## config.mk

```make
export PLATFORM = sky130hd
export DESIGN_NAME = wiscCore
export DESIGN_NICKNAME = d
export VERILOG_FILES = /design/src/ctrlPkg.sv /design/src/isaPkg.sv /design/src/wiscCore.sv /design/src/nextPc.sv /design/src/alu.sv /design/src/regFile.sv /design/src/immExtend.sv /design/src/control.sv
export SDC_FILE = /design/constraint.sdc
export NUM_CORES = 1
export LEC_CHECK = 0
export ABC_AREA = 1
export BUFFER_PORTS_ARGS = -buffer_cell sky130_fd_sc_hd__buf_4
export CAP_MARGIN = 20
export CELL_PAD_IN_SITES_DETAIL_PLACEMENT = 1
export CELL_PAD_IN_SITES_GLOBAL_PLACEMENT = 1
export CORE_ASPECT_RATIO = 1.1
export CORE_UTILIZATION = 40
export DETAILED_ROUTE_END_ITERATION = 10
export PLACE_DENSITY_LB_ADDON = 0.1
export SYNTH_ARGS = -nofsm -noshare
export SYNTH_HDL_FRONTEND = slang
export SYNTH_SLANG_ARGS = --single-unit
```

## constraint.sdc

```tcl
create_clock -name clk -period 3.81 [get_ports clk]
set_clock_uncertainty 0.2 [all_clocks]
set_input_delay 0 -clock clk [delete_from_list [all_inputs] [get_ports clk]]
set_output_delay 0 -clock clk [all_outputs]
set_load 0.1 [all_outputs]
```

## src/ctrlPkg.sv

```systemverilog
// Decoder select encodings
package ctrlPkg;
    // Destination register choice
    localparam logic [1:0] destSelRs  = 2'b00;  // Rs field
    localparam logic [1:0] destSelRdR = 2'b01;  // Rd of R-format
    localparam logic [1:0] destSelR7  = 2'b10;  // Link register
    localparam logic [1:0] destSelRdI = 2'b11;  // Rd of I-format 1

    // Extender codes where bit 2 sign extends and bits 1:0 give the field size
    localparam logic [2:0] immSel5s  = 3'b100;
    localparam logic [2:0] immSel5z  = 3'b000;
    localparam logic [2:0] immSel8s  = 3'b101;
    localparam logic [2:0] immSel8z  = 3'b001;
    localparam logic [2:0] immSel11s = 3'b110;

    // Write-back overrides
    localparam logic [1:0] linkNone = 2'b00;    // ALU or memory result
    localparam logic [1:0] linkLbi  = 2'b01;    // Extended immediate
    localparam logic [1:0] linkPc   = 2'b10;    // Return address
endpackage

```

## src/isaPkg.sv

```systemverilog
// WISC instruction set constants
package isaPkg;
    localparam int dataW    = 16;              // Word width
    localparam int opW      = 5;               // Opcode width
    localparam int regAddrW = 3;               // Register index width
    localparam logic [regAddrW-1:0] linkReg = 3'd7;  // JAL/JALR link target
    localparam logic [dataW-1:0] pcStep = 16'd2;     // Bytes per instruction

    // Special ops
    localparam logic [opW-1:0] opHalt  = 5'b00000;
    localparam logic [opW-1:0] opNop   = 5'b00001;
    localparam logic [opW-1:0] opSiic  = 5'b00010;
    localparam logic [opW-1:0] opRti   = 5'b00011;
    // Jumps
    localparam logic [opW-1:0] opJ     = 5'b00100;
    localparam logic [opW-1:0] opJr    = 5'b00101;
    localparam logic [opW-1:0] opJal   = 5'b00110;
    localparam logic [opW-1:0] opJalr  = 5'b00111;
    // Immediate ALU ops share their low two bits with the R-format funct
    localparam logic [opW-1:0] opAddi  = 5'b01000;
    localparam logic [opW-1:0] opSubi  = 5'b01001;
    localparam logic [opW-1:0] opXori  = 5'b01010;
    localparam logic [opW-1:0] opAndni = 5'b01011;
    localparam logic [opW-1:0] opBeqz  = 5'b01100;
    localparam logic [opW-1:0] opBnez  = 5'b01101;
    localparam logic [opW-1:0] opBltz  = 5'b01110;
    localparam logic [opW-1:0] opBgez  = 5'b01111;
    localparam logic [opW-1:0] opSt    = 5'b10000;
    localparam logic [opW-1:0] opLd    = 5'b10001;
    localparam logic [opW-1:0] opSlbi  = 5'b10010;
    localparam logic [opW-1:0] opStu   = 5'b10011;
    localparam logic [opW-1:0] opRoli  = 5'b10100;
    localparam logic [opW-1:0] opSlli  = 5'b10101;
    localparam logic [opW-1:0] opRori  = 5'b10110;
    localparam logic [opW-1:0] opSrli  = 5'b10111;
    localparam logic [opW-1:0] opLbi   = 5'b11000;
    localparam logic [opW-1:0] opBtr   = 5'b11001;
    localparam logic [opW-1:0] opShift = 5'b11010;  // ROL/SLL/ROR/SRL by funct
    localparam logic [opW-1:0] opArith = 5'b11011;  // ADD/SUB/XOR/ANDN by funct
    localparam logic [opW-1:0] opSeq   = 5'b11100;
    localparam logic [opW-1:0] opSlt   = 5'b11101;
    localparam logic [opW-1:0] opSle   = 5'b11110;
    localparam logic [opW-1:0] opSco   = 5'b11111;
endpackage
```

## src/wiscCore.sv

```systemverilog
// Single-cycle WISC core
`timescale 1ns/1ps
module wiscCore (
    input  logic                        clk,
    input  logic                        rstN,
    input  logic [isaPkg::dataW-1:0]    instr,
    output logic [isaPkg::dataW-1:0]    pc,
    output logic                        memEn,
    output logic                        memWr,
    output logic [isaPkg::dataW-1:0]    memAddr,
    output logic [isaPkg::dataW-1:0]    memWData,
    input  logic [isaPkg::dataW-1:0]    memRData,
    output logic                        regWe,
    output logic [isaPkg::regAddrW-1:0] regWAddr,
    output logic [isaPkg::dataW-1:0]    regWData,
    output logic                        halted
);
    logic                     regWrite, pcSel, regJmp, memEnable, ctrlMemWr;
    logic                     val2Reg, aluSel, halt, branch;
    logic [1:0]               destRegSel, linkSel;
    logic [2:0]               immSel;
    logic [isaPkg::opW-1:0]   aluCntrl;
    logic [isaPkg::dataW-1:0] imm, rsVal, rtVal, aluOpB, aluResult, pcPlus2;

    control i_control (
        .instrOp(instr[15:11]), .regWrite(regWrite), .destRegSel(destRegSel),
        .pcSel(pcSel), .regJmp(regJmp), .memEnable(memEnable), .memWr(ctrlMemWr),
        .aluCntrl(aluCntrl), .val2Reg(val2Reg), .aluSel(aluSel), .immSel(immSel),
        .halt(halt), .linkSel(linkSel), .branch(branch)
    );

    immExtend i_immExtend (.instr(instr), .immSel(immSel), .imm(imm));

    // Port B reads Rt, which is also the store data field
    regFile i_regFile (
        .clk(clk), .rstN(rstN), .rdAddrA(instr[10:8]), .rdAddrB(instr[7:5]),
        .rdDataA(rsVal), .rdDataB(rtVal), .we(regWe), .wrAddr(regWAddr), .wrData(regWData)
    );

    assign aluOpB = aluSel ? imm : rtVal;

    alu i_alu (
        .opA(rsVal), .opB(aluOpB), .aluCntrl(aluCntrl), .funct(instr[1:0]), .result(aluResult)
    );

    nextPc i_nextPc (
        .clk(clk), .rstN(rstN), .instr(instr), .rsVal(rsVal), .imm(imm), .pcSel(pcSel),
        .regJmp(regJmp), .branch(branch), .halt(halt), .pc(pc), .pcPlus2(pcPlus2),
        .halted(halted)
    );

    always_comb begin
        case (destRegSel)
            ctrlPkg::destSelRs:  regWAddr = instr[10:8];
            ctrlPkg::destSelRdR: regWAddr = instr[4:2];
            ctrlPkg::destSelR7:  regWAddr = isaPkg::linkReg;
            default:             regWAddr = instr[7:5];  // Rd of I-format 1
        endcase
        if (val2Reg) regWData = memRData;
        else if (linkSel == ctrlPkg::linkPc) regWData = pcPlus2;
        else if (linkSel == ctrlPkg::linkLbi) regWData = imm;
        else regWData = aluResult;
    end

    assign regWe    = regWrite & ~halted;      // Nothing retires once halted
    assign memEn    = memEnable & ~halted;
    assign memWr    = ctrlMemWr & ~halted;
    assign memAddr  = aluResult;
    assign memWData = rtVal;
endmodule

```

## src/nextPc.sv

```systemverilog
// Program counter and halt state
`timescale 1ns/1ps
module nextPc (
    input  logic                     clk,
    input  logic                     rstN,
    input  logic [isaPkg::dataW-1:0] instr,
    input  logic [isaPkg::dataW-1:0] rsVal,
    input  logic [isaPkg::dataW-1:0] imm,
    input  logic                     pcSel,
    input  logic                     regJmp,
    input  logic                     branch,
    input  logic                     halt,
    output logic [isaPkg::dataW-1:0] pc,
    output logic [isaPkg::dataW-1:0] pcPlus2,
    output logic                     halted
);
    logic                     taken;           // Branch condition holds
    logic [isaPkg::dataW-1:0] pcNext;

    assign pcPlus2 = pc + isaPkg::pcStep;

    always_comb begin
        case (instr[15:11])
            isaPkg::opBeqz: taken = (rsVal == '0);
            isaPkg::opBnez: taken = (rsVal != '0);
            isaPkg::opBltz: taken = rsVal[isaPkg::dataW-1];
            isaPkg::opBgez: taken = !rsVal[isaPkg::dataW-1];
            default:        taken = 1'b0;
        endcase
        if (regJmp) pcNext = rsVal + imm;
        else if (pcSel || (branch && taken)) pcNext = pcPlus2 + imm;
        else pcNext = pcPlus2;
    end

    always_ff @(posedge clk) begin
        if (!rstN) begin
            pc     <= '0;
            halted <= 1'b0;
        end else begin
            if (halt) halted <= 1'b1;          // Sticky until reset
            if (!halt && !halted) pc <= pcNext;
        end
    end

    // Catches misaligned jump targets
    pcEven: assert property (@(posedge clk) disable iff (!rstN) pc[0] == 1'b0)
        else $error("Odd pc %h", pc);
endmodule

```

## src/alu.sv

```systemverilog
// ALU
`timescale 1ns/1ps
module alu (
    input  logic [isaPkg::dataW-1:0] opA,      // Rs
    input  logic [isaPkg::dataW-1:0] opB,      // Rt or immediate
    input  logic [isaPkg::opW-1:0]   aluCntrl,
    input  logic [1:0]               funct,    // R-format function bits
    output logic [isaPkg::dataW-1:0] result
);
    localparam int w = isaPkg::dataW;

    logic [w:0]     sum;                       // Carry-extended add
    logic [w-1:0]   diff;
    logic [2*w-1:0] rolW;
    logic [2*w-1:0] rorW;
    logic [w-1:0]   rev;
    logic [3:0]     shAmt;

    assign shAmt = opB[3:0];                   // Shifts use the low 4 bits
    assign sum   = {1'b0, opA} + {1'b0, opB};
    assign diff  = opB - opA;                  // SUB is Rt - Rs in this ISA
    assign rolW  = {opA, opA} << shAmt;        // Upper half holds the rotate
    assign rorW  = {opA, opA} >> shAmt;

    always_comb begin
        for (int i = 0; i < w; i++) begin
            rev[i] = opA[w-1-i];
        end
    end

    always_comb begin
        case (aluCntrl)
            isaPkg::opSubi:  result = diff;
            isaPkg::opXori:  result = opA ^ opB;
            isaPkg::opAndni: result = opA & ~opB;
            isaPkg::opRoli:  result = rolW[2*w-1:w];
            isaPkg::opSlli:  result = opA << shAmt;
            isaPkg::opRori:  result = rorW[w-1:0];
            isaPkg::opSrli:  result = opA >> shAmt;
            isaPkg::opSlbi:  result = {opA[7:0], 8'h00} | opB;
            isaPkg::opLbi:   result = opB;
            isaPkg::opBtr:   result = rev;
            isaPkg::opArith: begin
                case (funct)
                    2'b00:   result = sum[w-1:0];
                    2'b01:   result = diff;
                    2'b10:   result = opA ^ opB;
                    default: result = opA & ~opB;
                endcase
            end
            isaPkg::opShift: begin
                case (funct)
                    2'b00:   result = rolW[2*w-1:w];
                    2'b01:   result = opA << shAmt;
                    2'b10:   result = rorW[w-1:0];
                    default: result = opA >> shAmt;
                endcase
            end
            isaPkg::opSeq: result = {{(w-1){1'b0}}, opA == opB};
            isaPkg::opSlt: result = {{(w-1){1'b0}}, $signed(opA) < $signed(opB)};
            isaPkg::opSle: result = {{(w-1){1'b0}}, $signed(opA) <= $signed(opB)};
            isaPkg::opSco: result = {{(w-1){1'b0}}, sum[w]};
            default:       result = sum[w-1:0];  // ADDI and memory address
        endcase
    end
endmodule

```

## src/regFile.sv

```systemverilog
// Register file
`timescale 1ns/1ps
module regFile (
    input  logic                        clk,
    input  logic                        rstN,
    input  logic [isaPkg::regAddrW-1:0] rdAddrA,
    input  logic [isaPkg::regAddrW-1:0] rdAddrB,
    output logic [isaPkg::dataW-1:0]    rdDataA,
    output logic [isaPkg::dataW-1:0]    rdDataB,
    input  logic                        we,
    input  logic [isaPkg::regAddrW-1:0] wrAddr,
    input  logic [isaPkg::dataW-1:0]    wrData
);
    logic [isaPkg::dataW-1:0] regs [0:(1 << isaPkg::regAddrW)-1];

    always_ff @(posedge clk) begin
        if (!rstN) begin
            for (int i = 0; i < (1 << isaPkg::regAddrW); i++) begin
                regs[i] <= '0;                 // All registers start at zero
            end
        end else if (we) begin
            regs[wrAddr] <= wrData;
        end
    end

    assign rdDataA = regs[rdAddrA];            // Old value during a same-cycle write
    assign rdDataB = regs[rdAddrB];
endmodule

```

## src/immExtend.sv

```systemverilog
// Immediate extender
`timescale 1ns/1ps
module immExtend (
    input  logic [isaPkg::dataW-1:0] instr,
    input  logic [2:0]               immSel,   // Sign flag and size code
    output logic [isaPkg::dataW-1:0] imm
);
    logic signBit;                             // Fill bit for the upper part

    always_comb begin
        case (immSel[1:0])
            2'b00: begin                       // 5-bit field
                signBit = immSel[2] & instr[4];
                imm     = {{(isaPkg::dataW-5){signBit}}, instr[4:0]};
            end
            2'b01: begin                       // 8-bit field
                signBit = immSel[2] & instr[7];
                imm     = {{(isaPkg::dataW-8){signBit}}, instr[7:0]};
            end
            default: begin                     // 11-bit displacement
                signBit = immSel[2] & instr[10];
                imm     = {{(isaPkg::dataW-11){signBit}}, instr[10:0]};
            end
        endcase
    end

    always_comb begin
        assert (immSel[1:0] != 2'b11) else $error("Unused immediate size code %b", immSel);
    end
endmodule

```

## src/control.sv

```systemverilog
// Instruction decoder
`timescale 1ns/1ps
module control (
    input  logic [isaPkg::opW-1:0] instrOp,    // Top 5 bits of instr
    output logic                   regWrite,
    output logic [1:0]             destRegSel,
    output logic                   pcSel,      // Direct jump
    output logic                   regJmp,     // Jump from Rs
    output logic                   memEnable,
    output logic                   memWr,
    output logic [isaPkg::opW-1:0] aluCntrl,
    output logic                   val2Reg,    // Write back memory data
    output logic                   aluSel,     // Immediate as operand B
    output logic [2:0]             immSel,
    output logic                   halt,
    output logic [1:0]             linkSel,
    output logic                   branch      // Conditional branch
);
    always_comb begin
        regWrite   = 1'b0;                     // Nothing changes unless a group says so
        destRegSel = ctrlPkg::destSelRdI;
        pcSel      = 1'b0;
        regJmp     = 1'b0;
        memEnable  = 1'b0;
        memWr      = 1'b0;
        aluCntrl   = instrOp;                  // ALU decodes the opcode itself
        val2Reg    = 1'b0;
        aluSel     = 1'b0;
        immSel     = ctrlPkg::immSel5s;
        halt       = 1'b0;
        linkSel    = ctrlPkg::linkNone;
        branch     = 1'b0;
        case (instrOp)
            isaPkg::opHalt: halt = 1'b1;
            isaPkg::opNop, isaPkg::opSiic, isaPkg::opRti: ;  // SIIC and RTI behave as NOP
            isaPkg::opAddi, isaPkg::opSubi: begin
                regWrite = 1'b1;
                aluSel   = 1'b1;
            end
            isaPkg::opXori, isaPkg::opAndni,
            isaPkg::opRoli, isaPkg::opSlli, isaPkg::opRori, isaPkg::opSrli: begin
                regWrite = 1'b1;
                aluSel   = 1'b1;
                immSel   = ctrlPkg::immSel5z;  // Logic and shift immediates are unsigned
            end
            isaPkg::opSt: begin
                memEnable = 1'b1;
                memWr     = 1'b1;
                aluSel    = 1'b1;              // Address is Rs + imm
            end
            isaPkg::opLd: begin
                memEnable = 1'b1;
                regWrite  = 1'b1;
                val2Reg   = 1'b1;
                aluSel    = 1'b1;
            end
            isaPkg::opStu: begin
                memEnable  = 1'b1;
                memWr      = 1'b1;
                regWrite   = 1'b1;             // Rs gets the address
                aluSel     = 1'b1;
                destRegSel = ctrlPkg::destSelRs;
            end
            isaPkg::opBtr, isaPkg::opArith, isaPkg::opShift,
            isaPkg::opSeq, isaPkg::opSlt, isaPkg::opSle, isaPkg::opSco: begin
                regWrite   = 1'b1;
                destRegSel = ctrlPkg::destSelRdR;
            end
            isaPkg::opBeqz, isaPkg::opBnez, isaPkg::opBltz, isaPkg::opBgez: begin
                branch = 1'b1;
                immSel = ctrlPkg::immSel8s;
            end
            isaPkg::opLbi: begin
                regWrite   = 1'b1;
                destRegSel = ctrlPkg::destSelRs;
                immSel     = ctrlPkg::immSel8s;
                linkSel    = ctrlPkg::linkLbi;
                aluSel     = 1'b1;
            end
            isaPkg::opSlbi: begin
                regWrite   = 1'b1;
                destRegSel = ctrlPkg::destSelRs;
                immSel     = ctrlPkg::immSel8z;
                aluSel     = 1'b1;             // (Rs << 8) | imm
            end
            isaPkg::opJ, isaPkg::opJal: begin
                pcSel  = 1'b1;
                immSel = ctrlPkg::immSel11s;
                if (instrOp == isaPkg::opJal) begin
                    regWrite   = 1'b1;
                    destRegSel = ctrlPkg::destSelR7;
                    linkSel    = ctrlPkg::linkPc;
                end
            end
            isaPkg::opJr, isaPkg::opJalr: begin
                regJmp = 1'b1;
                immSel = ctrlPkg::immSel8s;
                if (instrOp == isaPkg::opJalr) begin
                    regWrite   = 1'b1;
                    destRegSel = ctrlPkg::destSelR7;
                    linkSel    = ctrlPkg::linkPc;
                end
            end
            default: ;                         // All 32 opcodes are listed above
        endcase
    end

    always_comb begin
        assert (!memWr || memEnable) else $error("memWr without memEnable, op %b", instrOp);
    end
endmodule

```

# [After elaboration in Yosys (flattened, before gate mapping)]
# Memory sizes are Yosys's and may differ from the RTL's.
# Index checks and enable logic that the tools add are counted.
[totals] mem_count=1 wordCells=122 ram_bits=128 inputBits=34 reg_bits=17 out_inout_bits=71
[op_classes] muxes=37 eq_ne=36 n_lt_le_gt_ge=2 n_bitwise=11 add_sub_neg=5 reduce_logical=24 shift=4
[mem_list] name="i_regFile.regs" depth=8 word_bits=16 read_ports=2 rd_clocked_by_memory_dff=0 wr=8 line="regFile.sv:14" source="logic [isaPkg::dataW-1:0] regs [0:(1 << isaPkg::regAddrW)-1];"
[op_table] cell="$pmux W16 S16" n=1
[op_table] cell="$mux W16" n=7
[op_table] cell="$pmux W16 S3" n=2
[op_table] cell="$eq A5 B5 Y1 const B" n=16
[op_table] cell="$eq A5 B4 Y1 const B" n=8
[op_table] cell="$add A16 B16 Y16" n=2
[op_table] cell="$pmux W16 S2" n=1
[op_table] cell="$shl A32 B4 Y32" n=1
[op_table] cell="$shr A32 B4 Y16" n=1
[op_table] cell="$eq A5 B3 Y1 const B" n=4
[op_table] cell="$reduce_or A19 Y1" n=1
[op_table] cell="$add A16 B16 Y17" n=1
[op_table] cell="$mux W1" n=17
[op_table] cell="$add A16 B2 Y16 const B" n=1
[op_table] cell="$and A16 B16 Y16" n=1
[op_table] cell="$eq A16 B16 Y1" n=1
[op_table] cell="$le A16 B16 Y1" n=1
[op_table] cell="$logic_not A16 Y1" n=1
[op_table] cell="$lt A16 B16 Y1" n=1
[op_table] cell="$not A16 Y16" n=1
[op_table] cell="$or A16 B16 Y16" n=1
[op_table] cell="$reduce_bool A16 Y1" n=1
[op_table] cell="$reduce_or A16 Y1" n=1
[op_table] cell="$shl A16 B4 Y16" n=1
[op_table] cell="26 further kinds" n=46

# [Logic depth before layout (Yosys ltp)]
[depth] ltp_word=14 ltp_mapped=32 ltp_nobuf=31

# [Cells and area by module]
# A second synthesis with hierarchy kept.
[unflattened] hier_cells=3223 area_unflattened_um2=18961.9
[by_module_without_submodules] module="regFile" cells_per_inst=1032 instances=1 seq_area_each_um2=3843.7 area_each_um2=7536.0
[by_module_without_submodules] module="alu" cells_per_inst=1322 instances=1 seq_area_each_um2=0.0 area_each_um2=6660.1
[by_module_without_submodules] module="nextPc" cells_per_inst=550 instances=1 seq_area_each_um2=340.3 area_each_um2=3126.7
[by_module_without_submodules] module="wiscCore" cells_per_inst=215 instances=1 seq_area_each_um2=0.0 area_each_um2=1098.6
[by_module_without_submodules] module="control" cells_per_inst=71 instances=1 seq_area_each_um2=0.0 area_each_um2=350.3
[by_module_without_submodules] module="immExtend" cells_per_inst=33 instances=1 seq_area_each_um2=0.0 area_each_um2=190.2

# [Least setup slack after synthesis]
# OpenSTA, ideal clock, no wires.
[synth_path] kind="input-to-output" startpoint="in instr[5] (netlist name)" endpoint="out regWData[0] (netlist name)" setup_slack_ns=-3.353 required_time_ns=3.610 arrival_time_ns=6.963 cell_stages=27 path_buffers=4 cell_sequence="buf_2 > clkbuf_1 > buf_2 > nor2_1 > nor2_1 > o21ai_0 > a31oi_1 > nand2_1 > o21ai_0 > inv_1 > ha_1 > clkbuf_1 > inv_1 > and3_1 > nand2_1 > nand2_1 > a21oi_1 > o21ai_0 > a21oi_1 > nand2b_1 > nand2_1 > a21oi_1 > o211ai_1 > nand2_1 > nand2_1 > nand2_2 > inv_1"
[synth_between] word_cells_on_any_way=22 classes_between="add/sub: 2; order compare: 2; eq/ne: 1; shift: 4; mux: 8; bitwise: 4; memory: 1"
[synth_rtl] item="start, declared" line="wiscCore.sv:6" source="input logic [isaPkg::dataW-1:0] instr,"
[synth_rtl] item="$mem_v2 Z8 W16 (*)"
[synth_rtl] item="named net memWData (one bit)" line="wiscCore.sv:11" source="output logic [isaPkg::dataW-1:0] memWData,"
[synth_rtl] item="$mux W16 (*)" line="wiscCore.sv:40" source="assign aluOpB = aluSel ? imm : rtVal;"
[synth_rtl] item="$add A16 B16 Y17, or another cell as far along" line="alu.sv:20" source="assign sum = {1'b0, opA} + {1'b0, opB};"
[synth_rtl] item="$pmux W16 S16 (*)" line="alu.sv:32" source="case (aluCntrl)"
[synth_rtl] item="named net memAddr (one bit)" line="wiscCore.sv:10" source="output logic [isaPkg::dataW-1:0] memAddr,"
[synth_rtl] item="$mux W16 (*)" line="wiscCore.sv:61" source="else if (linkSel == ctrlPkg::linkLbi) regWData = imm;"
[synth_rtl] item="$mux W16 (*)" line="wiscCore.sv:60" source="else if (linkSel == ctrlPkg::linkPc) regWData = pcPlus2;"
[synth_rtl] item="$mux W16 (*)" line="wiscCore.sv:59" source="if (val2Reg) regWData = memRData;"
[synth_rtl] item="end, declared" line="wiscCore.sv:15" source="output logic [isaPkg::dataW-1:0] regWData,"
# Mark *: on every way through the listed nets, which the timed path passes. The rest lies on a longest branch.

==> impl_results.html <==
<table>
<tr><th>Metric</th><th>Value</th></tr>
<tr><th colspan="2">Critical path</th></tr>
<tr><td>Type of element capturing the critical path</td><td>primary output</td></tr>
<tr><td>Count of buffering cells on the critical path with inverters included</td><td>5</td></tr>
<tr><td>Most used cell along the critical path</td><td>nand2_2</td></tr>
<tr><td>Slowest library cell on the worst path</td><td>edfxtp_1</td></tr>
<tr><td>Type of element launching the critical path</td><td>register</td></tr>
<tr><td>CP max FO</td><td>3</td></tr>
<tr><td>Classification of the worst setup path</td><td>register to primary output</td></tr>
<tr><td>Largest stage delay on the critical path</td><td>490 ps</td></tr>
<tr><td>Arrival time worst endpoint</td><td>4960 ps</td></tr>
<tr><td>Largest delay share family, worst path</td><td>simple AND/OR/NAND/NOR gates</td></tr>
<tr><td>Worst endpoint required time</td><td>3610 ps</td></tr>
<tr><th colspan="2">Synthesis</th></tr>
<tr><td>Async set-or-reset flop fraction in the synthesized netlist</td><td>0</td></tr>
<tr><td>Post-synthesis instance area</td><td>16200 µm²</td></tr>
<tr><td>Post-synthesis sequential area ratio</td><td>0.258</td></tr>
<tr><td>Number of enable flip-flop cells after synthesis</td><td>128</td></tr>
<tr><td>Library cells used by synthesis</td><td>61</td></tr>
<tr><td>Total nets after synthesis</td><td>2673</td></tr>
<tr><td>Seq cells post-synth</td><td>145</td></tr>
<tr><td>Mapped Cells</td><td>2556</td></tr>
<tr><td>Synthesized area divided by synthesized cell count</td><td>6.35 µm²</td></tr>
<tr><td>Synth warnings</td><td>0</td></tr>
<tr><td>Dominant register cell in the synthesized netlist</td><td>edfxtp_1</td></tr>
<tr><th colspan="2">Cells and area</th></tr>
<tr><td>Finished Core Util</td><td>0.606</td></tr>
<tr><td>Most frequent cells in the layout</td><td>nand2_1, buf_4, nand3_1</td></tr>
<tr><td>Area delta synth-&gt;final</td><td>49.7%</td></tr>
<tr><td>Most common library cell in the layout ignoring fill and taps</td><td>nand2_1</td></tr>
<tr><td>Share of post-route cells with drive strength above 1</td><td>0.340</td></tr>
<tr><td>Final-stage net count</td><td>3195</td></tr>
<tr><td>Number of filler instances in the final layout</td><td>5030</td></tr>
<tr><th colspan="2">Power and ir drop</th></tr>
<tr><td>Cell internal pwr</td><td>6.03 mW</td></tr>
<tr><td>Proportion of power drawn by the clock network</td><td>0.134</td></tr>
<tr><td>Switching share of total power</td><td>0.528</td></tr>
<tr><td>Net switching power</td><td>6.75 mW</td></tr>
<tr><td>Power density over the cells</td><td>526 nW/µm²</td></tr>
<tr><td>Reg power frac</td><td>0.154</td></tr>
<tr><td>Tot Pwr</td><td>12.8 mW</td></tr>
<tr><td>Combinational share of power</td><td>0.712</td></tr>
<tr><td>Static Leakage</td><td>11.2 nW</td></tr>
<tr><td>Worst IR drop on VDD</td><td>516 µV</td></tr>
<tr><th colspan="2">Status</th></tr>
<tr><td>Failing checks</td><td>negative setup slack</td></tr>
<tr><td>Outcome</td><td>finished with violations</td></tr>
<tr><th colspan="2">Clock tree</th></tr>
<tr><td>Clock Latency Late Sink</td><td>480 ps</td></tr>
<tr><td>Clock sinks</td><td>145</td></tr>
<tr><td>CTS Buffer Depth</td><td>2</td></tr>
<tr><td>Number of buffers created by CTS</td><td>17</td></tr>
<tr><td>Clock transition time at the flip-flop clock pins of the worst setup and hold paths</td><td>70 ps</td></tr>
<tr><td>Clock root buffer</td><td>clkbuf_16</td></tr>
<tr><td>Number of levels the H-tree was split into</td><td>4</td></tr>
<tr><td>Clock tree from TritonCTS</td><td>built</td></tr>
<tr><th colspan="2">Route</th></tr>
<tr><td>Antenna viol nets, final</td><td>0</td></tr>
<tr><td>Violation count after the first detailed-routing iteration</td><td>3017</td></tr>
<tr><td>Wire length per cell after detailed routing</td><td>30.8 µm</td></tr>
<tr><td>Routed WL</td><td>111 mm</td></tr>
<tr><td>Total DRC errors in the routed layout</td><td>0</td></tr>
<tr><td>Detailed Routing Iterations Pass 1</td><td>6</td></tr>
<tr><td>Detailed-route via count</td><td>23797</td></tr>
<tr><td>Average vias per placed instance</td><td>6.60</td></tr>
<tr><th colspan="2">Timing</th></tr>
<tr><td>Minimum setup slack in the final design</td><td>-1350 ps</td></tr>
<tr><td>Final critical delay including setup and external delays</td><td>5160 ps</td></tr>
<tr><td>Final period util</td><td>1.35</td></tr>
<tr><td>Final count of negative-setup-slack endpoints</td><td>162</td></tr>
<tr><td>Measured slew at the worst slew-check pin</td><td>1040 ps</td></tr>
<tr><td>Final Hold Violating Endpoints</td><td>0</td></tr>
<tr><td>Fmax</td><td>0.194 GHz</td></tr>
<tr><td>Number of slew-limit violations in the final report</td><td>0</td></tr>
<tr><td>Unrepaired setup endpoints after global routing</td><td>yes</td></tr>
<tr><td>Post-Route Hold Slack</td><td>0.150 ps</td></tr>
<tr><td>Headroom to the max-slew limit</td><td>0.308</td></tr>
<tr><td>Setup total negative slack</td><td>-137890 ps</td></tr>
<tr><th colspan="2">Place</th></tr>
<tr><td>Input/output buffers</td><td>104</td></tr>
<tr><td>Routability congestion estimate</td><td>1.10</td></tr>
<tr><td>Detail Placement HPWL</td><td>70.3 mm</td></tr>
<tr><th colspan="2">Floorplan</th></tr>
<tr><td>Die boundary height</td><td>213 µm</td></tr>
<tr><td>I/O pin count</td><td>105</td></tr>
<tr><td>Die boundary width</td><td>194 µm</td></tr>
<tr><td>Floorplan Core Area</td><td>40100 µm²</td></tr>
<tr><td>Die area</td><td>41400 µm²</td></tr>
<tr><td>Starting density of the core</td><td>0.405</td></tr>
<tr><td>Number of core rows</td><td>77</td></tr>
<tr><th colspan="2">GRT</th></tr>
<tr><td>Maximum number of pins on one net before global-route repair</td><td>73</td></tr>
<tr><td>Total track usage</td><td>0.479</td></tr>
<tr><td>Aggregate global routing overflow</td><td>0</td></tr>
<tr><td>Vias in the first global route</td><td>23423</td></tr>
<tr><td>Number of antenna violations at the first check in global routing</td><td>6</td></tr>
<tr><td>Global-route wire length before repair</td><td>147 mm</td></tr>
<tr><th colspan="2">Hold path</th></tr>
<tr><td>Hold Path Class</td><td>input port to register</td></tr>
<tr><th colspan="2">Run</th></tr>
<tr><td>Total of max-cap violations</td><td>0</td></tr>
</table>
## path summary, 6_finish.rpt
check                                           from                    to  slack [ps]  cells past startpoint
worst max-delay path            i_regFile.regs[2][0]           regWData[6]       -1350                     29
worst max register to register  i_regFile.regs[2][0]  i_regFile.regs[7][6]       -1260                     31
worst min register to register        i_nextPc.pc[4]        i_nextPc.pc[4]         360                      2
worst min-delay path                     memRData[2]  i_regFile.regs[2][2]         0.2                      5
## cells by family after synthesis
family	after synthesis	share of synthesized area
compound gates	575	0.197
xor+xnor	50	0.0270
fa+ha+maj	83	0.0659
buf+inv	378	0.0950
flops	145	0.258
simple gates	1325	0.358
## worst reg2reg max path: cells and delay by family (launching register included)
kind,cells,cell delay [ps]
adder cells (fa/ha/maj),2,540
XOR/XNOR,1,220
AO/OA/AOI/OAI,5,540
flip-flops,1,490
buffers and inverters,6,650
AND/OR/NAND/NOR,17,2170
## synthesized netlist by cell type (all sizes together) (2+ instances only)
master   instances  area share
a211oi           6      0.0028
a21boi           5      0.0032
a21o             2     0.00093
a21oi          266       0.082
a221oi           4      0.0022
a22o             2      0.0011
a22oi            3      0.0017
a31oi           19      0.0073
and2             3      0.0012
and3             2     0.00077
buf             54       0.020
clkbuf          72       0.017
clkinv           8      0.0019
dfxtp           17       0.021
edfxtp         128        0.24
fa               4      0.0049
ha              79       0.061
inv            244       0.056
nand2          713        0.17
nand3          356        0.11
nand3b           4      0.0019
nand4           21      0.0081
nor2           185       0.047
nor3            24      0.0084
nor4             7      0.0031
o2111ai          4      0.0022
o211ai          19      0.0088
o21a             5      0.0023
o21ai          210       0.067
o21bai           8      0.0037
o221ai          10      0.0054
o22ai            7      0.0027
or2              9      0.0035
xnor2           12      0.0065
xor2            38       0.021
## metal layers
metal | up-vias | track usage | wire length (µm)
li1 | 9695 | - | -
met3 | 876 | 0.137 | 14100
met5 | - | 0.00358 | 62
met2 | 2018 | 0.773 | 47800
met1 | 11200 | 0.525 | 37400
met4 | 8 | 0.401 | 11900
## flip-flops by register name, indices dropped and copies added (netlist names)
signal,count
i_regFile.regs,128
i_nextPc.pc,16
i_nextPc.halted,1
## stage by stage
step,area [µm²],cells,setup slack (ps)
2_1_floorplan,17000,2556,-1630
3_3_place_gp,21100,3474,-1410
3_5_place_dp,21100,3474,-1590
4_1_cts,23400,3570,-617
5_1_grt,24300,3603,-1330
6_report,24300,3606,-1350
## final cells by class
cell class	count	area [µm²]	share of cell area
Clock inverter	11	109	0.00448
Sequential cell	145	4180	0.172
Antenna cell	3	7.51	0.000309
Multi-Input combinational cell	2033	12400	0.509
Clock buffer	20	437	0.0180
Inverter	252	1020	0.0419
Tap cell	513	642	0.0264
Timing Repair Buffer	629	5520	0.227
## power by group through the flow
stage | clock, mW | combinational (mW) | sequential [mW]
floorplan | 0 | 4.06 | 2.19
global placement | 0 | 6.85 | 1.97
detailed placement | 0 | 6.99 | 1.98
CTS | 1.64 | 8.02 | 1.95
global route | 1.74 | 9.34 | 1.98
finish | 1.72 | 9.10 | 1.97
## repair_timing
item	CTS	global route
setup endpoints to repair	162	165
hold endpoints to repair	85	0
gates resized for setup	288	177
hold buffers	11	0
pin swaps	97	95
buffers inserted	55	44
No activity file was read; power rests on OpenSTA's default activity.
